**config.mk**
```make
export PLATFORM = sky130hd
export DESIGN_NAME = output_queues
export DESIGN_NICKNAME = d
export VERILOG_FILES = /design/src/hdl/oq_pkg.sv /design/src/hdl/oq_port_decode.sv /design/src/hdl/oq_queue_bank.sv /design/src/hdl/oq_regs.sv /design/src/hdl/output_queues.sv
export SDC_FILE = /design/constraint.sdc
export NUM_CORES = 1
export LEC_CHECK = 0
export BUFFER_PORTS_ARGS = -buffer_cell sky130_fd_sc_hd__buf_2
export CAP_MARGIN = 20
export CORE_AREA = 8 8 314 194
export DETAILED_ROUTE_END_ITERATION = 6
export DIE_AREA = 0 0 322 202
export PLACE_DENSITY = 0.67
export REMOVE_ABC_BUFFERS = 1
export SYNTH_ARGS = -nofsm -noshare
export SYNTH_HDL_FRONTEND = slang
export SYNTH_SLANG_ARGS = --single-unit
```
**constraint.sdc**
```tcl
create_clock -name ACLK -period 5.2 [get_ports ACLK]
set_clock_uncertainty 0.15 [all_clocks]
set_input_delay 0.52 -clock ACLK [delete_from_list [all_inputs] [get_ports ACLK]]
set_output_delay 0.52 -clock ACLK [all_outputs]
set_load 0.02 [all_outputs]
```
**src/hdl/oq_pkg.sv**
```systemverilog
package oq_pkg;

   // ~~~~~~~~~~~~~~~~~~~~~~~~~~~~~~~~~~~~~~~~~~~~~~~~~~~~~~~~~~~~
   // queue geometry
   // ~~~~~~~~~~~~~~~~~~~~~~~~~~~~~~~~~~~~~~~~~~~~~~~~~~~~~~~~~~~~

   localparam int NUM_QUEUES  = 5;
   localparam int QUEUE_IDX_W = 3;
   localparam int PAYLOAD_W   = 16;

   // ~~~~~~~~~~~~~~~~~~~~~~~~~~~~~~~~~~~~~~~~~~~~~~~~~~~~~~~~~~~~
   // axi-lite responses and register offsets
   // ~~~~~~~~~~~~~~~~~~~~~~~~~~~~~~~~~~~~~~~~~~~~~~~~~~~~~~~~~~~~

   localparam logic [1:0] AXI_RESP_OK     = 2'b00;
   localparam logic [1:0] AXI_RESP_SLVERR = 2'b10;

   localparam logic [7:0] REG_QUEUES_NUM        = 8'h00;
   localparam logic [7:0] REG_RESET_DROP_COUNTS = 8'h01;
   // drop count n sits at base + n
   localparam logic [7:0] REG_DROP_COUNT_BASE   = 8'h10;

   // ~~~~~~~~~~~~~~~~~~~~~~~~~~~~~~~~~~~~~~~~~~~~~~~~~~~~~~~~~~~~
   // descriptors
   // ~~~~~~~~~~~~~~~~~~~~~~~~~~~~~~~~~~~~~~~~~~~~~~~~~~~~~~~~~~~~

   // incoming packet descriptor
   typedef struct packed {
      logic [QUEUE_IDX_W-1:0] dst_queue;
      logic [PAYLOAD_W-1:0]   payload;
   } oq_pkt_t;

   // decode to queue bank
   typedef struct packed {
      logic                   valid;
      logic                   drop;
      logic [QUEUE_IDX_W-1:0] queue;
      logic [PAYLOAD_W-1:0]   payload;
   } oq_enq_t;

endpackage

```
**src/hdl/oq_port_decode.sv**
```systemverilog
`timescale 1ns/1ps

module oq_port_decode
   import oq_pkg::*;
(
   input  logic        ARESETN,
   input  logic        ACLK,
   input  logic        pkt_valid,
   input  oq_pkt_t     pkt,
   input  logic [31:0] queues_num,
   output oq_enq_t     enq
);

   logic                   in_range;
   logic                   enabled;

   logic                   enq_valid;
   logic                   enq_drop;
   logic [QUEUE_IDX_W-1:0] enq_queue;
   logic [PAYLOAD_W-1:0]   enq_payload;

   // physical queue exists at all
   assign in_range = (pkt.dst_queue < QUEUE_IDX_W'(NUM_QUEUES));

   // queue enabled by software
   assign enabled  = (32'(pkt.dst_queue) < queues_num);

   // out of range strobes vanish here and are never counted
   always_ff @(posedge ACLK) begin
      if (!ARESETN) begin
         enq_valid <= 1'b0;
      end
      else begin
         enq_valid <= pkt_valid && in_range;
      end
   end

   always_ff @(posedge ACLK) begin
      enq_drop    <= !enabled;
      enq_queue   <= pkt.dst_queue;
      enq_payload <= pkt.payload;
   end

   assign enq = '{
      valid:   enq_valid,
      drop:    enq_drop,
      queue:   enq_queue,
      payload: enq_payload
   };

endmodule

```
**src/hdl/oq_queue_bank.sv**
```systemverilog
`timescale 1ns/1ps

module oq_queue_bank
   import oq_pkg::*;
#(
   parameter int QUEUE_DEPTH = 4
) (
   input  logic                   ACLK,
   input  logic                   ARESETN,
   input  oq_enq_t                enq,
   input  logic                   deq,
   input  logic [QUEUE_IDX_W-1:0] deq_queue,
   input  logic                   reset_drop_counts,
   output logic                   out_valid,
   output logic [PAYLOAD_W-1:0]   out_payload,
   output logic [31:0]            drop_count_0,
   output logic [31:0]            drop_count_1,
   output logic [31:0]            drop_count_2,
   output logic [31:0]            drop_count_3,
   output logic [31:0]            drop_count_4
);

   localparam int PTR_W = (QUEUE_DEPTH > 1) ? $clog2(QUEUE_DEPTH) : 1;
   localparam int CNT_W = $clog2(QUEUE_DEPTH + 1);

   logic [PAYLOAD_W-1:0]  mem [NUM_QUEUES][QUEUE_DEPTH];
   logic [PTR_W-1:0]      rd_ptr [NUM_QUEUES];
   logic [PTR_W-1:0]      wr_ptr [NUM_QUEUES];
   logic [CNT_W-1:0]      count [NUM_QUEUES];
   logic [31:0]           drop_cnt [NUM_QUEUES];

   logic [NUM_QUEUES-1:0] full;
   logic [NUM_QUEUES-1:0] push;
   logic [NUM_QUEUES-1:0] pop;
   logic [NUM_QUEUES-1:0] count_drop;

   function automatic logic [PTR_W-1:0] ptr_inc(input logic [PTR_W-1:0] ptr);
      if (ptr == PTR_W'(QUEUE_DEPTH - 1)) begin
         return '0;
      end
      return ptr + 1'b1;
   endfunction

   // ~~~~~~~~~~~~~~~~~~~~~~~~~~~~~~~~~~~~~~~~~~~~~~~~~~~~~~~~~~~~
   // per queue decisions
   // ~~~~~~~~~~~~~~~~~~~~~~~~~~~~~~~~~~~~~~~~~~~~~~~~~~~~~~~~~~~~

   // full uses occupancy before this cycle's dequeue
   // deq_queue beyond the last queue matches no q, so nothing is read
   always_comb begin
      for (int q = 0; q < NUM_QUEUES; q++) begin
         full[q]       = (count[q] == CNT_W'(QUEUE_DEPTH));
         push[q]       = enq.valid && !enq.drop && !full[q] &&
                         (enq.queue == QUEUE_IDX_W'(q));
         count_drop[q] = enq.valid && (enq.drop || full[q]) &&
                         (enq.queue == QUEUE_IDX_W'(q));
         pop[q]        = deq && (deq_queue == QUEUE_IDX_W'(q)) && (count[q] != '0);
      end
   end

   // ~~~~~~~~~~~~~~~~~~~~~~~~~~~~~~~~~~~~~~~~~~~~~~~~~~~~~~~~~~~~
   // pointers, occupancy, dequeue result
   // ~~~~~~~~~~~~~~~~~~~~~~~~~~~~~~~~~~~~~~~~~~~~~~~~~~~~~~~~~~~~

   always_ff @(posedge ACLK) begin
      if (!ARESETN) begin
         out_valid <= 1'b0;
         for (int q = 0; q < NUM_QUEUES; q++) begin
            rd_ptr[q] <= '0;
            wr_ptr[q] <= '0;
            count[q]  <= '0;
         end
      end
      else begin
         out_valid <= |pop;
         for (int q = 0; q < NUM_QUEUES; q++) begin
            if (push[q]) begin
               wr_ptr[q] <= ptr_inc(wr_ptr[q]);
            end
            if (pop[q]) begin
               rd_ptr[q] <= ptr_inc(rd_ptr[q]);
            end
            count[q] <= count[q] + CNT_W'(push[q]) - CNT_W'(pop[q]);
         end
      end
   end

   always_ff @(posedge ACLK) begin
      for (int q = 0; q < NUM_QUEUES; q++) begin
         if (push[q]) begin
            mem[q][wr_ptr[q]] <= enq.payload;
         end
         if (pop[q]) begin
            out_payload <= mem[q][rd_ptr[q]];
         end
      end
   end

   // ~~~~~~~~~~~~~~~~~~~~~~~~~~~~~~~~~~~~~~~~~~~~~~~~~~~~~~~~~~~~
   // drop counters
   // ~~~~~~~~~~~~~~~~~~~~~~~~~~~~~~~~~~~~~~~~~~~~~~~~~~~~~~~~~~~~

   // held at zero while software keeps the clear bit set; saturating
   always_ff @(posedge ACLK) begin
      for (int q = 0; q < NUM_QUEUES; q++) begin
         if (!ARESETN || reset_drop_counts) begin
            drop_cnt[q] <= '0;
         end
         else if (count_drop[q] && (drop_cnt[q] != '1)) begin
            drop_cnt[q] <= drop_cnt[q] + 32'd1;
         end
      end
   end

   assign drop_count_0 = drop_cnt[0];
   assign drop_count_1 = drop_cnt[1];
   assign drop_count_2 = drop_cnt[2];
   assign drop_count_3 = drop_cnt[3];
   assign drop_count_4 = drop_cnt[4];

endmodule

```
**src/hdl/oq_regs.sv**
```systemverilog
`timescale 1ns/1ps

module oq_regs
   import oq_pkg::*;
#(
   parameter int DATA_WIDTH = 32,
   parameter int ADDR_WIDTH = 32
) (
   output logic [31:0]             queues_num,
   output logic                    reset_drop_counts,
   input  logic [31:0]             drop_count_0,
   input  logic [31:0]             drop_count_1,
   input  logic [31:0]             drop_count_2,
   input  logic [31:0]             drop_count_3,
   input  logic [31:0]             drop_count_4,

   input  logic                    ACLK,
   input  logic                    ARESETN,

   input  logic [ADDR_WIDTH-1:0]   AWADDR,
   input  logic                    AWVALID,
   output logic                    AWREADY,

   input  logic [DATA_WIDTH-1:0]   WDATA,
   input  logic [DATA_WIDTH/8-1:0] WSTRB,
   input  logic                    WVALID,
   output logic                    WREADY,

   output logic [1:0]              BRESP,
   output logic                    BVALID,
   input  logic                    BREADY,

   input  logic [ADDR_WIDTH-1:0]   ARADDR,
   input  logic                    ARVALID,
   output logic                    ARREADY,

   output logic [DATA_WIDTH-1:0]   RDATA,
   output logic [1:0]              RRESP,
   output logic                    RVALID,
   input  logic                    RREADY
);

   localparam logic [1:0] WR_IDLE = 2'd0;
   localparam logic [1:0] WR_DATA = 2'd1;
   localparam logic [1:0] WR_RESP = 2'd2;

   logic [1:0]            wr_state;
   logic [7:0]            wr_addr;

   logic                  rd_busy;
   logic [DATA_WIDTH-1:0] rd_data_nxt;
   logic [1:0]            rd_resp_nxt;

   // ~~~~~~~~~~~~~~~~~~~~~~~~~~~~~~~~~~~~~~~~~~~~~~~~~~~~~~~~~~~~
   // write channel
   // ~~~~~~~~~~~~~~~~~~~~~~~~~~~~~~~~~~~~~~~~~~~~~~~~~~~~~~~~~~~~

   assign AWREADY = (wr_state == WR_IDLE);
   assign WREADY  = (wr_state == WR_DATA);
   assign BVALID  = (wr_state == WR_RESP);

   // only the low address byte is decoded
   always_ff @(posedge ACLK) begin
      if ((wr_state == WR_IDLE) && AWVALID) begin
         wr_addr <= AWADDR[7:0];
      end
   end

   always_ff @(posedge ACLK) begin
      if (!ARESETN) begin
         wr_state          <= WR_IDLE;
         BRESP             <= AXI_RESP_OK;
         queues_num        <= '0;
         reset_drop_counts <= 1'b0;
      end
      else begin
         case (wr_state)
            WR_IDLE: begin
               if (AWVALID) begin
                  wr_state <= WR_DATA;
               end
            end
            WR_DATA: begin
               if (WVALID) begin
                  // wstrb ignored, whole word written
                  case (wr_addr)
                     REG_QUEUES_NUM: begin
                        queues_num <= 32'(WDATA);
                        BRESP      <= AXI_RESP_OK;
                     end
                     REG_RESET_DROP_COUNTS: begin
                        reset_drop_counts <= WDATA[0];
                        BRESP             <= AXI_RESP_OK;
                     end
                     default: begin
                        BRESP <= AXI_RESP_SLVERR;
                     end
                  endcase
                  wr_state <= WR_RESP;
               end
            end
            WR_RESP: begin
               if (BREADY) begin
                  wr_state <= WR_IDLE;
               end
            end
            default: begin
               wr_state <= WR_IDLE;
            end
         endcase
      end
   end

   // ~~~~~~~~~~~~~~~~~~~~~~~~~~~~~~~~~~~~~~~~~~~~~~~~~~~~~~~~~~~~
   // read channel
   // ~~~~~~~~~~~~~~~~~~~~~~~~~~~~~~~~~~~~~~~~~~~~~~~~~~~~~~~~~~~~

   assign ARREADY = !rd_busy;
   assign RVALID  = rd_busy;

   always_comb begin
      rd_data_nxt = '0;
      rd_resp_nxt = AXI_RESP_OK;
      case (ARADDR[7:0])
         REG_QUEUES_NUM:             rd_data_nxt = DATA_WIDTH'(queues_num);
         REG_RESET_DROP_COUNTS:      rd_data_nxt = DATA_WIDTH'(reset_drop_counts);
         REG_DROP_COUNT_BASE:        rd_data_nxt = DATA_WIDTH'(drop_count_0);
         REG_DROP_COUNT_BASE + 8'd1: rd_data_nxt = DATA_WIDTH'(drop_count_1);
         REG_DROP_COUNT_BASE + 8'd2: rd_data_nxt = DATA_WIDTH'(drop_count_2);
         REG_DROP_COUNT_BASE + 8'd3: rd_data_nxt = DATA_WIDTH'(drop_count_3);
         REG_DROP_COUNT_BASE + 8'd4: rd_data_nxt = DATA_WIDTH'(drop_count_4);
         default:                    rd_resp_nxt = AXI_RESP_SLVERR;
      endcase
   end

   always_ff @(posedge ACLK) begin
      if (!ARESETN) begin
         rd_busy <= 1'b0;
      end
      else if (!rd_busy && ARVALID) begin
         rd_busy <= 1'b1;
      end
      else if (rd_busy && RREADY) begin
         rd_busy <= 1'b0;
      end
   end

   // data captured at accept, so it holds still through an RREADY stall
   always_ff @(posedge ACLK) begin
      if (!rd_busy && ARVALID) begin
         RDATA <= rd_data_nxt;
         RRESP <= rd_resp_nxt;
      end
   end

endmodule

```
**src/hdl/output_queues.sv**
```systemverilog
`timescale 1ns/1ps

module output_queues
   import oq_pkg::*;
#(
   parameter int QUEUE_DEPTH = 4,
   parameter int DATA_WIDTH  = 32,
   parameter int ADDR_WIDTH  = 32
) (
   input  logic                    ACLK,
   input  logic                    ARESETN,

   // packet input and dequeue
   input  logic                    pkt_valid,
   input  oq_pkt_t                 pkt,
   input  logic                    deq,
   input  logic [QUEUE_IDX_W-1:0]  deq_queue,
   output logic                    out_valid,
   output logic [PAYLOAD_W-1:0]    out_payload,

   // axi-lite slave
   input  logic [ADDR_WIDTH-1:0]   AWADDR,
   input  logic                    AWVALID,
   output logic                    AWREADY,
   input  logic [DATA_WIDTH-1:0]   WDATA,
   input  logic [DATA_WIDTH/8-1:0] WSTRB,
   input  logic                    WVALID,
   output logic                    WREADY,
   output logic [1:0]              BRESP,
   output logic                    BVALID,
   input  logic                    BREADY,
   input  logic [ADDR_WIDTH-1:0]   ARADDR,
   input  logic                    ARVALID,
   output logic                    ARREADY,
   output logic [DATA_WIDTH-1:0]   RDATA,
   output logic [1:0]              RRESP,
   output logic                    RVALID,
   input  logic                    RREADY
);

   oq_enq_t     enq;
   logic [31:0] queues_num;
   logic        reset_drop_counts;
   logic [31:0] drop_count_0;
   logic [31:0] drop_count_1;
   logic [31:0] drop_count_2;
   logic [31:0] drop_count_3;
   logic [31:0] drop_count_4;

   oq_port_decode u_decode (
      .ARESETN    (ARESETN),
      .ACLK       (ACLK),
      .pkt_valid  (pkt_valid),
      .pkt        (pkt),
      .queues_num (queues_num),
      .enq        (enq)
   );

   oq_queue_bank #(
      .QUEUE_DEPTH (QUEUE_DEPTH)
   ) u_queue_bank (
      .ACLK              (ACLK),
      .ARESETN           (ARESETN),
      .enq               (enq),
      .deq               (deq),
      .deq_queue         (deq_queue),
      .reset_drop_counts (reset_drop_counts),
      .out_valid         (out_valid),
      .out_payload       (out_payload),
      .drop_count_0      (drop_count_0),
      .drop_count_1      (drop_count_1),
      .drop_count_2      (drop_count_2),
      .drop_count_3      (drop_count_3),
      .drop_count_4      (drop_count_4)
   );

   oq_regs #(
      .DATA_WIDTH (DATA_WIDTH),
      .ADDR_WIDTH (ADDR_WIDTH)
   ) u_regs (
      .queues_num        (queues_num),
      .reset_drop_counts (reset_drop_counts),
      .drop_count_0      (drop_count_0),
      .drop_count_1      (drop_count_1),
      .drop_count_2      (drop_count_2),
      .drop_count_3      (drop_count_3),
      .drop_count_4      (drop_count_4),
      .ACLK              (ACLK),
      .ARESETN           (ARESETN),
      .AWADDR            (AWADDR),
      .AWVALID           (AWVALID),
      .AWREADY           (AWREADY),
      .WDATA             (WDATA),
      .WSTRB             (WSTRB),
      .WVALID            (WVALID),
      .WREADY            (WREADY),
      .BRESP             (BRESP),
      .BVALID            (BVALID),
      .BREADY            (BREADY),
      .ARADDR            (ARADDR),
      .ARVALID           (ARVALID),
      .ARREADY           (ARREADY),
      .RDATA             (RDATA),
      .RRESP             (RRESP),
      .RVALID            (RVALID),
      .RREADY            (RREADY)
   );

endmodule

```
==> flow_metrics.env <==
export IMPL_cp_start_kind="register"
export IMPL_area_growth_synth_to_final_pct=15.16
export IMPL_rows=68
export IMPL_yosys_cell_types_count=76
export IMPL_post_drt_wl_per_cell_um=23.00
export IMPL_synth_edff_count=557
export IMPL_reg2regPathDepth=10
export IMPL_core_um2=56490
export IMPL_violations="design-rule violations"
export IMPL_gr_max_usage_layer="met1"
export IMPL_synth_area_um2=27740
export IMPL_cts_inserted_buffers=58
export IMPL_final_common_cell="sky130_fd_sc_hd__edfxtp_1"
export IMPL_report_final_setup_viol=0
export IMPL_power_frac_clock=0.424
export IMPL_vias_per_cell=5.923
export IMPL_worstSkewPairLatency_ps=620
export IMPL_numClockSinks=631
export IMPL_final_core_util=0.5654
export IMPL_floorplan_die_area_um2=65040
export IMPL_ios=189
export IMPL_setup_worst_path_class="register to register"
export IMPL_cts_root_buf="sky130_fd_sc_hd__clkbuf_16"
export IMPL_cts_post_setup_buffers_inserted=0
export IMPL_hold_path_class="input pin to register"
export IMPL_cell_internal_power_uw=8365
export IMPL_power_switching_share=0.2120
export IMPL_synth_avg_cell_area_um2=14.16
export IMPL_combinationalPowerShare=0.035
export IMPL_clkSlewWorstSetupHoldPaths_ps=60
export IMPL_power_leakage_uw=0.01082
export IMPL_hpwl_um=47490
export IMPL_antenna_found_initial=2
export IMPL_max_slew_margin=0.2775
export IMPL_critPathSlowestCell="sky130_fd_sc_hd__clkinv_1"
export IMPL_finalInstanceArea_um2=31940
export IMPL_hold_start="ARVALID"
export IMPL_num_vias=17610
export IMPL_power_switching_uw=2251
export IMPL_initialDrtViolationCount=2536
export IMPL_via_count_of_the_first_global_routing_pass=16970
export IMPL_endpoint_kind="register"
export IMPL_die_height_um=202
export IMPL_sequentialPowerShare=0.541
export IMPL_yosys_register_bits=631
export IMPL_postSynthCellCount=1959
export IMPL_post_route_min_period_ps=3140
export IMPL_initial_utilization=0.4909
export IMPL_worstPathArrival_ps=3480
export IMPL_globalRouteMet1Util=0.3348
export IMPL_use_met2=0.2789
export IMPL_first_pass_iters=7
export IMPL_fraction_of_final_layout_cells_with_drive_strength_greater_than_1=0.1744
export IMPL_final_min_period_over_clock_period=0.6038
export IMPL_timing_critical_path_slowest_cell_delay_ps=500
export IMPL_cap_viol_max_count=0
export IMPL_layout_cells_most_common_list="557 x sky130_fd_sc_hd__edfxtp_1, 206 x sky130_fd_sc_hd__nor2_1, 179 x sky130_fd_sc_hd__nand2_1"
export IMPL_finalSetupTns_ps=0
export IMPL_ir_drop_mv=0.2392
export IMPL_cts_resized=0
export IMPL_post_dp_cell_area_um2=29230
export IMPL_cts_max_path_buffers=3
export IMPL_cts_tree="yes"
export IMPL_drt_total_wl_um=68380
export IMPL_hold_buffers=61
export IMPL_grt_start_max_net_pins=46
export IMPL_crit_fanout=20
export IMPL_gp_congestion=0.8893
export IMPL_hold_depth=3
export IMPL_grt_pass1_wl_um=103700
export IMPL_worst_setup_path_startpoint="u_queue_bank.count[0][4]"
export IMPL_worstMarginPinSlew_ps=1074
export IMPL_max_freq_mhz=318.5
export IMPL_reg_to_reg_startpoint="u_queue_bank.count[0][4]"
export IMPL_io_buffer_count=134
export IMPL_finalNetCount=2333
export IMPL_finalHoldViolations=0
export IMPL_grtUsageTotal=0.2064
export IMPL_synthesis_yosys_warnings=0
export IMPL_rsz0062_at_grt="false"
export IMPL_die_width_um=322
export IMPL_synth_async_sr_flop_share=0
export IMPL_slew_viol_final=0
export IMPL_powerDensity_nw_per_um2=332.4
export IMPL_grt_use_met3=0.04065
export IMPL_crit_required_ps=5540
export IMPL_leading_register_cell_type_out_of_synthesis="sky130_fd_sc_hd__edfxtp_1"
export IMPL_global_route_overflow_total=0
export IMPL_worst_hold_slack_across_all_endpoints_ps=54.65
export IMPL_cts_htree_levels=2
export IMPL_outcome="finished with violations"
export IMPL_final_antenna_net_count=0
export IMPL_seq_area_frac_synth=0.6565
export IMPL_critical_path_cell_chain="o31ai_2, buf_4, clkinv_1, ha_1, inv_1, ha_1, fa_1, xnor2_1, xnor2_1, nor2_1"
export IMPL_remaining_design_rule_violation_count=13
-- cell families after synthesis --
logic type | share of synthesized area
AOI/OAI and AO/OA | 0.04908
and+or+nand+nor | 0.1326
adders and majority gates | 0.02256
other | 0.0001352
DFF | 0.6565
muxes | 0.06568
buffers and inverters | 0.02450
xor gates and xnor gates | 0.04895
-- power by group through the flow --
stage | sequential, uW | clock, uW | combinational, uW
after floorplan | 5820 | 0 | 170
after global placement | 5850 | 0 | 308
after detailed placement | 5850 | 0 | 323
after CTS | 5750 | 4570 | 360
after global routing | 5760 | 4760 | 399
final | 5740 | 4500 | 369
-- final cells by class --
cell class | instances | area [um^2]
multi-input combinational | 1176 | 8936
antenna | 1 | 2.502
fill | 4469 | 24550
tap | 770 | 963.4
inverter | 62 | 232.7
clock buffer | 81 | 1672
timing repair buffer | 226 | 1580
sequential | 631 | 18210
clock inverter | 26 | 346.6
-- critical path: cells and delay by family, from the launching register on --
kind | cells | cell delay (ps)
simple gates | 1 | 60
fa+ha+maj | 3 | 1080
xor+xnor | 2 | 340
buf+inv | 3 | 810
flops | 1 | 350
compound gates | 1 | 210
-- flip-flops by register name (all words and copies together), names as in the netlist, 2 cells and up --
name / flops
u_regs.queues_num: 32
u_queue_bank.mem: 320
u_queue_bank.wr_ptr: 10
u_queue_bank.count: 15
u_queue_bank.rd_ptr: 10
u_regs.wr_addr: 8
u_queue_bank.out_payload: 16
u_decode.enq_payload: 16
u_regs.RDATA: 32
u_queue_bank.drop_cnt: 160
u_decode.enq_queue: 3
u_regs.wr_state: 2
-- cells in the mapped netlist (all sizes together) (43+ instances only) --
cell / instances / area, um^2
nand2: 180 / 678.2
xnor2: 75 / 656.9
nand3: 67 / 340.3
mux4: 80 / 1802
buf: 49 / 289.0
edfxtp: 557 / 16730
nor3: 43 / 231.5
inv: 61 / 229.0
xor2: 80 / 700.7
nor2: 211 / 809.5
a21oi: 44 / 220.2
dfxtp: 74 / 1481
a222oi: 62 / 620.6
-- per-layer routing --
metal / wire length, um / up-vias
met5: 0 / -
met4: 1433 / 0
met3: 6969 / 102
met2: 28140 / 826
met1: 31830 / 8832
li1: - / 7850
-- path summary, 6_finish.rpt --
path                                   end  slack, ps
setup / recovery  u_queue_bank.count[0][5]       2060
hold / removal               u_regs.RVALID         50
setup reg to reg  u_queue_bank.count[0][5]       2060
hold reg to reg      u_regs.queues_num[23]        330
-- metrics by stage --
step | setup slack [ps] | cells | total power (uW)
3_5_place_dp | 1842 | 2799 | 6177
2_1_floorplan | 837.3 | 1869 | 5989
5_1_grt | 1900 | 2973 | 10920
4_1_cts | 2050 | 2967 | 10670
3_3_place_gp | 1882 | 2797 | 6156
6_report | 2060 | 2973 | 10620
Note: power is estimated with default switching activity, not from simulation.
